[config.mk]
export PLATFORM = sky130hd
export DESIGN_NAME = soundTop
export DESIGN_NICKNAME = d
export VERILOG_FILES = /design/src/source/soundPkg.sv /design/src/source/waveTable.sv /design/src/source/voiceRegs.sv /design/src/source/voiceEngine.sv /design/src/source/burstPlayer.sv /design/src/source/soundMixer.sv /design/src/source/soundTop.sv
export SDC_FILE = /design/constraint.sdc
export NUM_CORES = 1
export LEC_CHECK = 0
export ABC_CLOCK_PERIOD_IN_PS = 8850
export BUFFER_PORTS_ARGS = -buffer_cell sky130_fd_sc_hd__buf_4
export CAP_MARGIN = 25
export CELL_PAD_IN_SITES_DETAIL_PLACEMENT = 0
export CELL_PAD_IN_SITES_GLOBAL_PLACEMENT = 2
export CORE_MARGIN = 8
export CORE_UTILIZATION = 42
export CTS_CLUSTER_SIZE = 20
export DETAILED_ROUTE_END_ITERATION = 10
export PLACE_DENSITY_LB_ADDON = 0.05
export SYNTH_ARGS = -nofsm -noshare
export SYNTH_HDL_FRONTEND = slang
export SYNTH_SLANG_ARGS = --single-unit
[constraint.sdc]
create_clock -name CCLK -period 8.85 [get_ports CCLK]
set_input_delay 1.3275 -clock CCLK [delete_from_list [all_inputs] [get_ports CCLK]]
set_output_delay 1.3275 -clock CCLK [all_outputs]
set_load 0.005 [all_outputs]
[src/source/soundPkg.sv]
// Shared widths, register address map and constants for the wavetable sound generator.
// Every design file refers to these by scoped name.
`default_nettype none

package soundPkg;

	typedef logic [4:0] regAddrT;
	typedef logic [3:0] nibbleT;
	typedef logic [2:0] waveSelT;
	typedef logic [19:0] phaseT;
	typedef logic [7:0] levelT;

	typedef struct packed {
		waveSelT wave;
		phaseT freq;
		nibbleT vol;
	} voiceCfgT;

	typedef struct packed {
		voiceCfgT voice0;
		voiceCfgT voice1;
		voiceCfgT voice2;
	} voiceBankT;

	typedef struct packed {
		nibbleT level0;
		nibbleT level1;
		nibbleT level2;
	} voiceLevelsT;

	localparam int SampleDiv = 8; // CCLK cycles per tick.
	localparam int BurstLen = 512; // Ticks per burst.
	localparam int BurstDecayShift = 5;
	localparam logic [15:0] LfsrSeed = 16'hACE1;
	localparam levelT Midpoint = 8'h80;

	// Register map, nibble wide data.
	localparam regAddrT AddrWave0 = 5'h05;
	localparam regAddrT AddrWave1 = 5'h0A;
	localparam regAddrT AddrWave2 = 5'h0F;
	localparam regAddrT AddrFreq0Base = 5'h10; // Five nibbles, 10..14.
	localparam regAddrT AddrVol0 = 5'h15;
	localparam regAddrT AddrFreq1Base = 5'h16; // Four nibbles, 16..19.
	localparam regAddrT AddrVol1 = 5'h1A;
	localparam regAddrT AddrFreq2Base = 5'h1B; // Four nibbles, 1B..1E.
	localparam regAddrT AddrVol2 = 5'h1F;

endpackage

`default_nettype wire

[src/source/waveTable.sv]
// Rule-based table of eight 32-step waveforms, purely combinational.
`timescale 1ns/1ps
`default_nettype none

module waveTable (
	input wire soundPkg::waveSelT wave,
	input wire logic [4:0] step,
	output soundPkg::nibbleT sample
);

	always_comb begin
		case (wave)
			3'd0: sample = {4{~step[4]}}; // Square.
			3'd1: sample = step[4:1]; // Rising saw.
			3'd2: sample = ~step[4:1]; // Falling saw.
			3'd3: begin
				// Triangle, 31 - s on the way down.
				sample = step[4] ? ~step[3:0] : step[3:0];
			end
			3'd4: sample = {4{step[4:3] == 2'b00}}; // Quarter pulse.
			3'd5: sample = {4{step[4:2] == 3'b000}}; // Eighth pulse.
			3'd6: sample = {2'b00, step[4:3]} * 4'd5; // Staircase.
			default: sample = '0;
		endcase
	end

endmodule

`default_nettype wire

[src/source/voiceRegs.sv]
// Write-decoded register bank for the three voices.
// A nibble written with wr shows up on bank the next cycle.
`timescale 1ns/1ps
`default_nettype none

module voiceRegs (
	input wire logic CCLK,
	input wire logic rstN,
	input wire logic wr,
	input wire soundPkg::regAddrT addr,
	input wire soundPkg::nibbleT data,
	output soundPkg::voiceBankT bank
);

	always_ff @(posedge CCLK) begin
		if (!rstN) begin
			bank <= '0;
		end else if (wr) begin
			case (addr)
				soundPkg::AddrWave0: bank.voice0.wave <= data[2:0];
				soundPkg::AddrWave1: bank.voice1.wave <= data[2:0];
				soundPkg::AddrWave2: bank.voice2.wave <= data[2:0];

				soundPkg::AddrFreq0Base: bank.voice0.freq[3:0] <= data;
				soundPkg::AddrFreq0Base + 5'd1: bank.voice0.freq[7:4] <= data;
				soundPkg::AddrFreq0Base + 5'd2: bank.voice0.freq[11:8] <= data;
				soundPkg::AddrFreq0Base + 5'd3: bank.voice0.freq[15:12] <= data;
				soundPkg::AddrFreq0Base + 5'd4: bank.voice0.freq[19:16] <= data;
				soundPkg::AddrVol0: bank.voice0.vol <= data;

				// Voices 1 and 2 keep freq[3:0] at zero.
				soundPkg::AddrFreq1Base: bank.voice1.freq[7:4] <= data;
				soundPkg::AddrFreq1Base + 5'd1: bank.voice1.freq[11:8] <= data;
				soundPkg::AddrFreq1Base + 5'd2: bank.voice1.freq[15:12] <= data;
				soundPkg::AddrFreq1Base + 5'd3: bank.voice1.freq[19:16] <= data;
				soundPkg::AddrVol1: bank.voice1.vol <= data;

				soundPkg::AddrFreq2Base: bank.voice2.freq[7:4] <= data;
				soundPkg::AddrFreq2Base + 5'd1: bank.voice2.freq[11:8] <= data;
				soundPkg::AddrFreq2Base + 5'd2: bank.voice2.freq[15:12] <= data;
				soundPkg::AddrFreq2Base + 5'd3: bank.voice2.freq[19:16] <= data;
				soundPkg::AddrVol2: bank.voice2.vol <= data;

				default: ; // Unmapped.
			endcase
		end
	end

	addrKnown: assert property (@(posedge CCLK) disable iff (!rstN)
		wr |-> !$isunknown(addr))
		else $error("Write with unknown address bits.");

endmodule

`default_nettype wire

[src/source/voiceEngine.sv]
// Three phase accumulators served in turn after each tick, sharing one
// table lookup and one volume multiplier.
`timescale 1ns/1ps
`default_nettype none

module voiceEngine (
	input wire logic CCLK,
	input wire logic rstN,
	input wire logic tick,
	input wire soundPkg::voiceBankT bank,
	output soundPkg::voiceLevelsT levels
);

	typedef enum logic [1:0] {
		Idle,
		Voice0,
		Voice1,
		Voice2
	} seqStateT;

	seqStateT state;
	soundPkg::phaseT phase [3];
	soundPkg::voiceCfgT cfg;
	logic [1:0] idx;
	soundPkg::phaseT nextPhase;
	logic [4:0] step;
	soundPkg::nibbleT sample;
	logic [7:0] product;

	always_comb begin
		case (state)
			Voice1: begin
				cfg = bank.voice1;
				idx = 2'd1;
			end
			Voice2: begin
				cfg = bank.voice2;
				idx = 2'd2;
			end
			default: begin
				cfg = bank.voice0;
				idx = 2'd0;
			end
		endcase
		nextPhase = phase[idx] + cfg.freq; // Wraps mod 2^20.
		step = nextPhase[19:15];
		product = sample * cfg.vol;
	end

	waveTable table0 (
		.wave(cfg.wave),
		.step(step),
		.sample(sample)
	);

	always_ff @(posedge CCLK) begin
		if (!rstN) begin
			state <= Idle;
			levels <= '0;
			for (int i = 0; i < 3; i++) begin
				phase[i] <= '0;
			end
		end else begin
			if (state != Idle) begin
				phase[idx] <= nextPhase;
			end
			case (state)
				Idle: if (tick) state <= Voice0;
				Voice0: begin
					levels.level0 <= product[7:4];
					state <= Voice1;
				end
				Voice1: begin
					levels.level1 <= product[7:4];
					state <= Voice2;
				end
				default: begin
					levels.level2 <= product[7:4];
					state <= Idle;
				end
			endcase
		end
	end

	// Divider must leave room for the three voice slots.
	tickWhileIdle: assert property (@(posedge CCLK) disable iff (!rstN)
		tick |-> state == Idle)
		else $error("Tick arrived while voices were still being updated.");

endmodule

`default_nettype wire

[src/source/burstPlayer.sv]
// Crash effect. A bang starts a fixed-length LFSR noise burst whose swing
// around the midpoint decays over time, stepped once per tick.
`timescale 1ns/1ps
`default_nettype none

module burstPlayer (
	input wire logic CCLK,
	input wire logic rstN,
	input wire logic tick,
	input wire logic bang,
	output soundPkg::levelT burstLevel
);

	typedef enum logic {
		Idle,
		Playing
	} burstStateT;

	burstStateT state;
	logic pending;
	logic [8:0] count;
	logic [15:0] lfsr;
	logic [15:0] lfsrNext;
	soundPkg::nibbleT envelope;
	soundPkg::levelT swing;

	always_comb begin
		lfsrNext = {lfsr[14:0], lfsr[15] ^ lfsr[13] ^ lfsr[12] ^ lfsr[10]};
		envelope = 4'd15 - soundPkg::nibbleT'(count >> soundPkg::BurstDecayShift);
		swing = {2'b00, envelope, 2'b00}; // Envelope times 4.
	end

	always_ff @(posedge CCLK) begin
		if (!rstN) begin
			state <= Idle;
			pending <= 1'b0;
			count <= '0;
			burstLevel <= soundPkg::Midpoint;
		end else begin
			if (tick) pending <= 1'b0;
			else if (bang) pending <= 1'b1;

			if (tick) begin
				case (state)
					Idle: begin
						// The start tick only arms the burst.
						burstLevel <= soundPkg::Midpoint;
						if (pending || bang) begin
							state <= Playing;
							count <= '0;
						end
					end
					default: begin
						burstLevel <= lfsrNext[0] ? soundPkg::Midpoint + swing
							: soundPkg::Midpoint - swing;
						count <= count + 9'd1;
						if (count == soundPkg::BurstLen - 1) state <= Idle;
					end
				endcase
			end
		end
	end

	always_ff @(posedge CCLK) begin
		if (tick) lfsr <= (state == Idle) ? soundPkg::LfsrSeed : lfsrNext;
	end

	idleMidpoint: assert property (@(posedge CCLK) disable iff (!rstN)
		state == Idle |-> burstLevel == soundPkg::Midpoint)
		else $error("Burst level left the midpoint while idle.");

	idleCountClear: assert property (@(posedge CCLK) disable iff (!rstN)
		state == Idle |-> count == '0)
		else $error("Burst counter did not wrap back to zero at the end of a burst.");

endmodule

`default_nettype wire

[src/source/soundMixer.sv]
// Sample-rate divider issuing tick, and the registered mix of burst and voices.
`timescale 1ns/1ps
`default_nettype none

module soundMixer (
	input wire logic CCLK,
	input wire logic rstN,
	input wire soundPkg::voiceLevelsT levels,
	input wire soundPkg::levelT burstLevel,
	output logic tick,
	output soundPkg::levelT snd
);

	typedef logic [$clog2(soundPkg::SampleDiv)-1:0] divCntT;

	divCntT divCnt;

	always_ff @(posedge CCLK) begin
		if (!rstN) begin
			divCnt <= '0;
			tick <= 1'b0;
			snd <= soundPkg::Midpoint;
		end else begin
			tick <= 1'b0;
			if (divCnt == divCntT'(soundPkg::SampleDiv - 1)) begin
				divCnt <= '0;
				tick <= 1'b1;
			end else begin
				divCnt <= divCnt + 1'b1;
			end
			// Levels still hold the previous tick's results here.
			if (tick) begin
				snd <= burstLevel + soundPkg::levelT'(levels.level0)
					+ soundPkg::levelT'(levels.level1) + soundPkg::levelT'(levels.level2);
			end
		end
	end

	tickPulse: assert property (@(posedge CCLK) disable iff (!rstN) tick |=> !tick)
		else $error("Tick held for more than one cycle.");

endmodule

`default_nettype wire

[src/source/soundTop.sv]
// Top of the sound generator: register bank, voice engine and burst player
// in parallel, mixed into snd on each sample tick.
`timescale 1ns/1ps
`default_nettype none

module soundTop (
	input wire logic CCLK,
	input wire logic rstN,
	input wire logic wr,
	input wire soundPkg::regAddrT addr,
	input wire soundPkg::nibbleT data,
	input wire logic bang,
	output soundPkg::levelT snd
);

	soundPkg::voiceBankT bank;
	soundPkg::voiceLevelsT levels;
	soundPkg::levelT burstLevel;
	logic tick;

	voiceRegs regs (
		.CCLK(CCLK),
		.rstN(rstN),
		.wr(wr),
		.addr(addr),
		.data(data),
		.bank(bank)
	);

	voiceEngine engine (
		.CCLK(CCLK),
		.rstN(rstN),
		.tick(tick),
		.bank(bank),
		.levels(levels)
	);

	burstPlayer burst (
		.CCLK(CCLK),
		.rstN(rstN),
		.tick(tick),
		.bang(bang),
		.burstLevel(burstLevel)
	);

	soundMixer mixer (
		.CCLK(CCLK),
		.rstN(rstN),
		.levels(levels),
		.burstLevel(burstLevel),
		.tick(tick),
		.snd(snd)
	);

endmodule

`default_nettype wire

==> impl_metrics.env <==
export IMPL_fin_crit_sh_pct=87.0
export IMPL_critical_path_class="reg -> reg"
export IMPL_status="completed"
export IMPL_drt_iter0_drc=399
export IMPL_netlist_area_mm2=0.0112
export IMPL_detailedPlace_worstSlack_ps=1120
export IMPL_overflow=0
export IMPL_whs_ps=428
export IMPL_portBuffers=20
export IMPL_instances_no_fill=1431
export IMPL_cts_buffer_depth=3
export IMPL_hold_viol_final=0
export IMPL_gp_congestion=0.813
export IMPL_hold_path_class="reg -> reg"
export IMPL_post_cts_buffers=0
export IMPL_p_per_area_mw_per_mm2=188
export IMPL_end_kind="flip-flop"
export IMPL_grt_max_degree=96
export IMPL_fp_dieH_um=179
export IMPL_vias=7520
export IMPL_synth_area_leader_cell="edfxtp_1"
export IMPL_synth_edff_count=96
export IMPL_grt_total_usage_pct=16.4
export IMPL_row_count=60
export IMPL_start_util_pct=42.2
export IMPL_num_io_pins=21
export IMPL_max_cap_violations=0
export IMPL_grt_util_met2_pct=25.8
export IMPL_detail_route_wl_per_cell_um=18.8
export IMPL_seq_area_mm2=0.00520
export IMPL_numCtsBuffers=25
export IMPL_max_stage_delay_ps=650
export IMPL_synth_top_area_share_pct=25.7
export IMPL_rr_worst_depth=28
export IMPL_grtUsageMet3_pct=2.18
export IMPL_period_minus_slack_ps=7700
export IMPL_r2r_setup_slack_ps=1150
export IMPL_drive_gt1_share_pct=10.9
export IMPL_rsz0062_at_grt="no"
export IMPL_ys_ff_latch=212
export IMPL_grt_pass1_vias=7606
export IMPL_h_tree_depth=1
export IMPL_tightest_slew_ps=962
export IMPL_antenna_found_initial=0
export IMPL_yosysMostFrequentCell="dfxtp_1"
export IMPL_slew_violations=0
export IMPL_tritoncts="done"
export IMPL_synth_nets=1140
export IMPL_die_area_mm2=0.0322
export IMPL_fin_skew_ps=12.6
export IMPL_startpoint="engine.state[0]$_SDFFE_PN0P_"
export IMPL_clk_pin_slew_ps=60
export IMPL_ir_drop_v=0.000114
export IMPL_fillers=2516
export IMPL_synthTopCellsByArea="edfxtp_1 (26%), dfxtp_1 (21%), mux2i_1 (7.2%)"
export IMPL_cp_max_fo=21
export IMPL_grt_busiest_layer="met2"
export IMPL_worstPathArrival_ps=8090
export IMPL_cts_hold_buf=0
export IMPL_synthToLayoutAreaGrowth_pct=11.2
export IMPL_wirelength_um=26900
export IMPL_crit_path_frequent_cell="inv_1"
export IMPL_yosysSeqAreaShare_pct=46.4
export IMPL_tns_ps=0
export IMPL_max_freq_mhz=130
export IMPL_die_x_um=179
export IMPL_synthArstFlopShare_pct=0
export IMPL_fin_nets=1140
export IMPL_p_leak_nw=4.91
export IMPL_synthesis_instances=1071
export IMPL_worst_ep_required_time_ps=9250
export IMPL_drc=0
export IMPL_r2r_start="engine.state[0]$_SDFFE_PN0P_"
export IMPL_core_area_mm2=0.0266
export IMPL_ant_nets=0
export IMPL_ys_warn_count=0
export IMPL_syn_area_per_cell_um2=10.5
export IMPL_grt_use_met1_pct=23.7
export IMPL_root_buffer="clkbuf_16"
export IMPL_multi_input_area_mm2=0.00552
export IMPL_dominantRegCellSynth="dfxtp_1"
export IMPL_setup_ws_ps=1150
export IMPL_synth_top_cells_by_count="dfxtp_1 (116), nor2_1 (108), edfxtp_1 (96)"
export IMPL_routed_via_density=5.26
export IMPL_slew_headroom_pct=35.7
export IMPL_worstSetupStartpointType="flip-flop"
export IMPL_dp_cells=1385
export IMPL_endpoint="engine.levels[3]$_SDFFE_PN0N_"
export IMPL_cts_resized_gates=0
export IMPL_clk_latency_ps=520
export IMPL_synth_distinct_cells=70
export IMPL_r2r_end="engine.levels[3]$_SDFFE_PN0N_"
export IMPL_first_pass_iters=6
export IMPL_cp_slowest_cell="ha_2"
export IMPL_final_setup_viol_count=0
export IMPL_cts_num_sinks=212
export IMPL_grt_pass1_wl_um=43000
export IMPL_post_dp_hpwl_um=18700
-- state kept, by name (all words and copies together), names as in the netlist --
signal,count
burst.lfsr,16
engine.phase,80
burst.count,9
regs.bank,73
burst.pending,1
burst.state,1
engine.state,2
mixer.divCnt,3
mixer.snd,8
mixer.tick,1
engine.levels,12
burst.burstLevel,6
-- power by group --
group          switching [W]  total, W  internal [W]
Combinational       0.000171  0.000267     0.0000962
Clock               0.000405   0.00101      0.000606
Sequential         0.0000114   0.00107       0.00106
-- layout make-up --
type | instances | area share, %
Inverter | 50 | 1.54
Clock buffer | 35 | 6.21
Antenna cell | 1 | 0.0201
Sequential cell | 212 | 41.7
Multi-Input combinational cell | 747 | 44.3
Timing Repair Buffer | 35 | 2.43
Clock inverter | 10 | 0.401
Tap cell | 341 | 3.42
-- how the worst min path moves through the flow --
stage / start / depth (start not counted) / slack, ps / end
floorplan: mixer.divCnt[0]$_SDFF_PP0_ / 1 / 400 / mixer.divCnt[0]$_SDFF_PP0_
global placement: mixer.divCnt[0]$_SDFF_PP0_ / 1 / 420 / mixer.divCnt[0]$_SDFF_PP0_
detailed placement: mixer.divCnt[0]$_SDFF_PP0_ / 1 / 420 / mixer.divCnt[0]$_SDFF_PP0_
CTS: mixer.divCnt[0]$_SDFF_PP0_ / 1 / 430 / mixer.divCnt[0]$_SDFF_PP0_
global route: mixer.divCnt[0]$_SDFF_PP0_ / 1 / 450 / mixer.divCnt[0]$_SDFF_PP0_
finish: mixer.divCnt[0]$_SDFF_PP0_ / 1 / 430 / mixer.divCnt[0]$_SDFF_PP0_
-- cells in the final DEF, fill, tap and decap left out, types with 15 or more instances in the layout --
master and instances:
xnor2_1 20, mux2i_1 81, inv_1 49, buf_4 33, a21oi_1 36, edfxtp_1 96
nand4_1 15, clkbuf_16 26, nand2_1 86, and2_1 16, nor2b_1 89, nand2b_1 23
nor2_1 107, a22oi_1 16, o21ai_0 20, dfxtp_1 116, mux4_2 20, ha_1 44
-- routing by layer --
layer  vias to the layer above  wire, µm
met5                         -         0
met4                         0       521
met3                        32       783
met2                       102     11700
met1                      3617     13900
li1                       3769         -
-- stage by stage --
| step | total power (W) | cell area (µm²) | util, % |
|---|---|---|---|
| floorplan | 0.00129 | 11200 | - |
| global placement | 0.00135 | 11600 | 43.6 |
| detailed placement | 0.00136 | 11700 | 43.8 |
| CTS | 0.00238 | 12500 | 46.9 |
| global route | 0.00244 | 12500 | 46.9 |
| finish | 0.00235 | 12500 | 47.0 |
-- cells by family (layout without fill, tap and decap cells) --
group	after synthesis	in the layout	synth area share [%]
and+or+nand+nor	406	406	18.5
DFF	212	212	46.4
AOI/OAI and AO/OA	151	151	9.83
buffers and inverters	112	130	4.47
muxes	101	101	11.2
adders and majority gates	56	56	6.98
xor gates and xnor gates	33	33	2.57
other	0	1	0
-- critical path: cells and delay by family (launching register included) --
kind            cells  cell delay [ps]
mux                 1              510
compound gates      5             1580
buf+inv             5              630
fa+ha+maj           5             2360
flops               1              360
simple gates       12             2130
No activity file was read; power rests on OpenSTA's default activity.
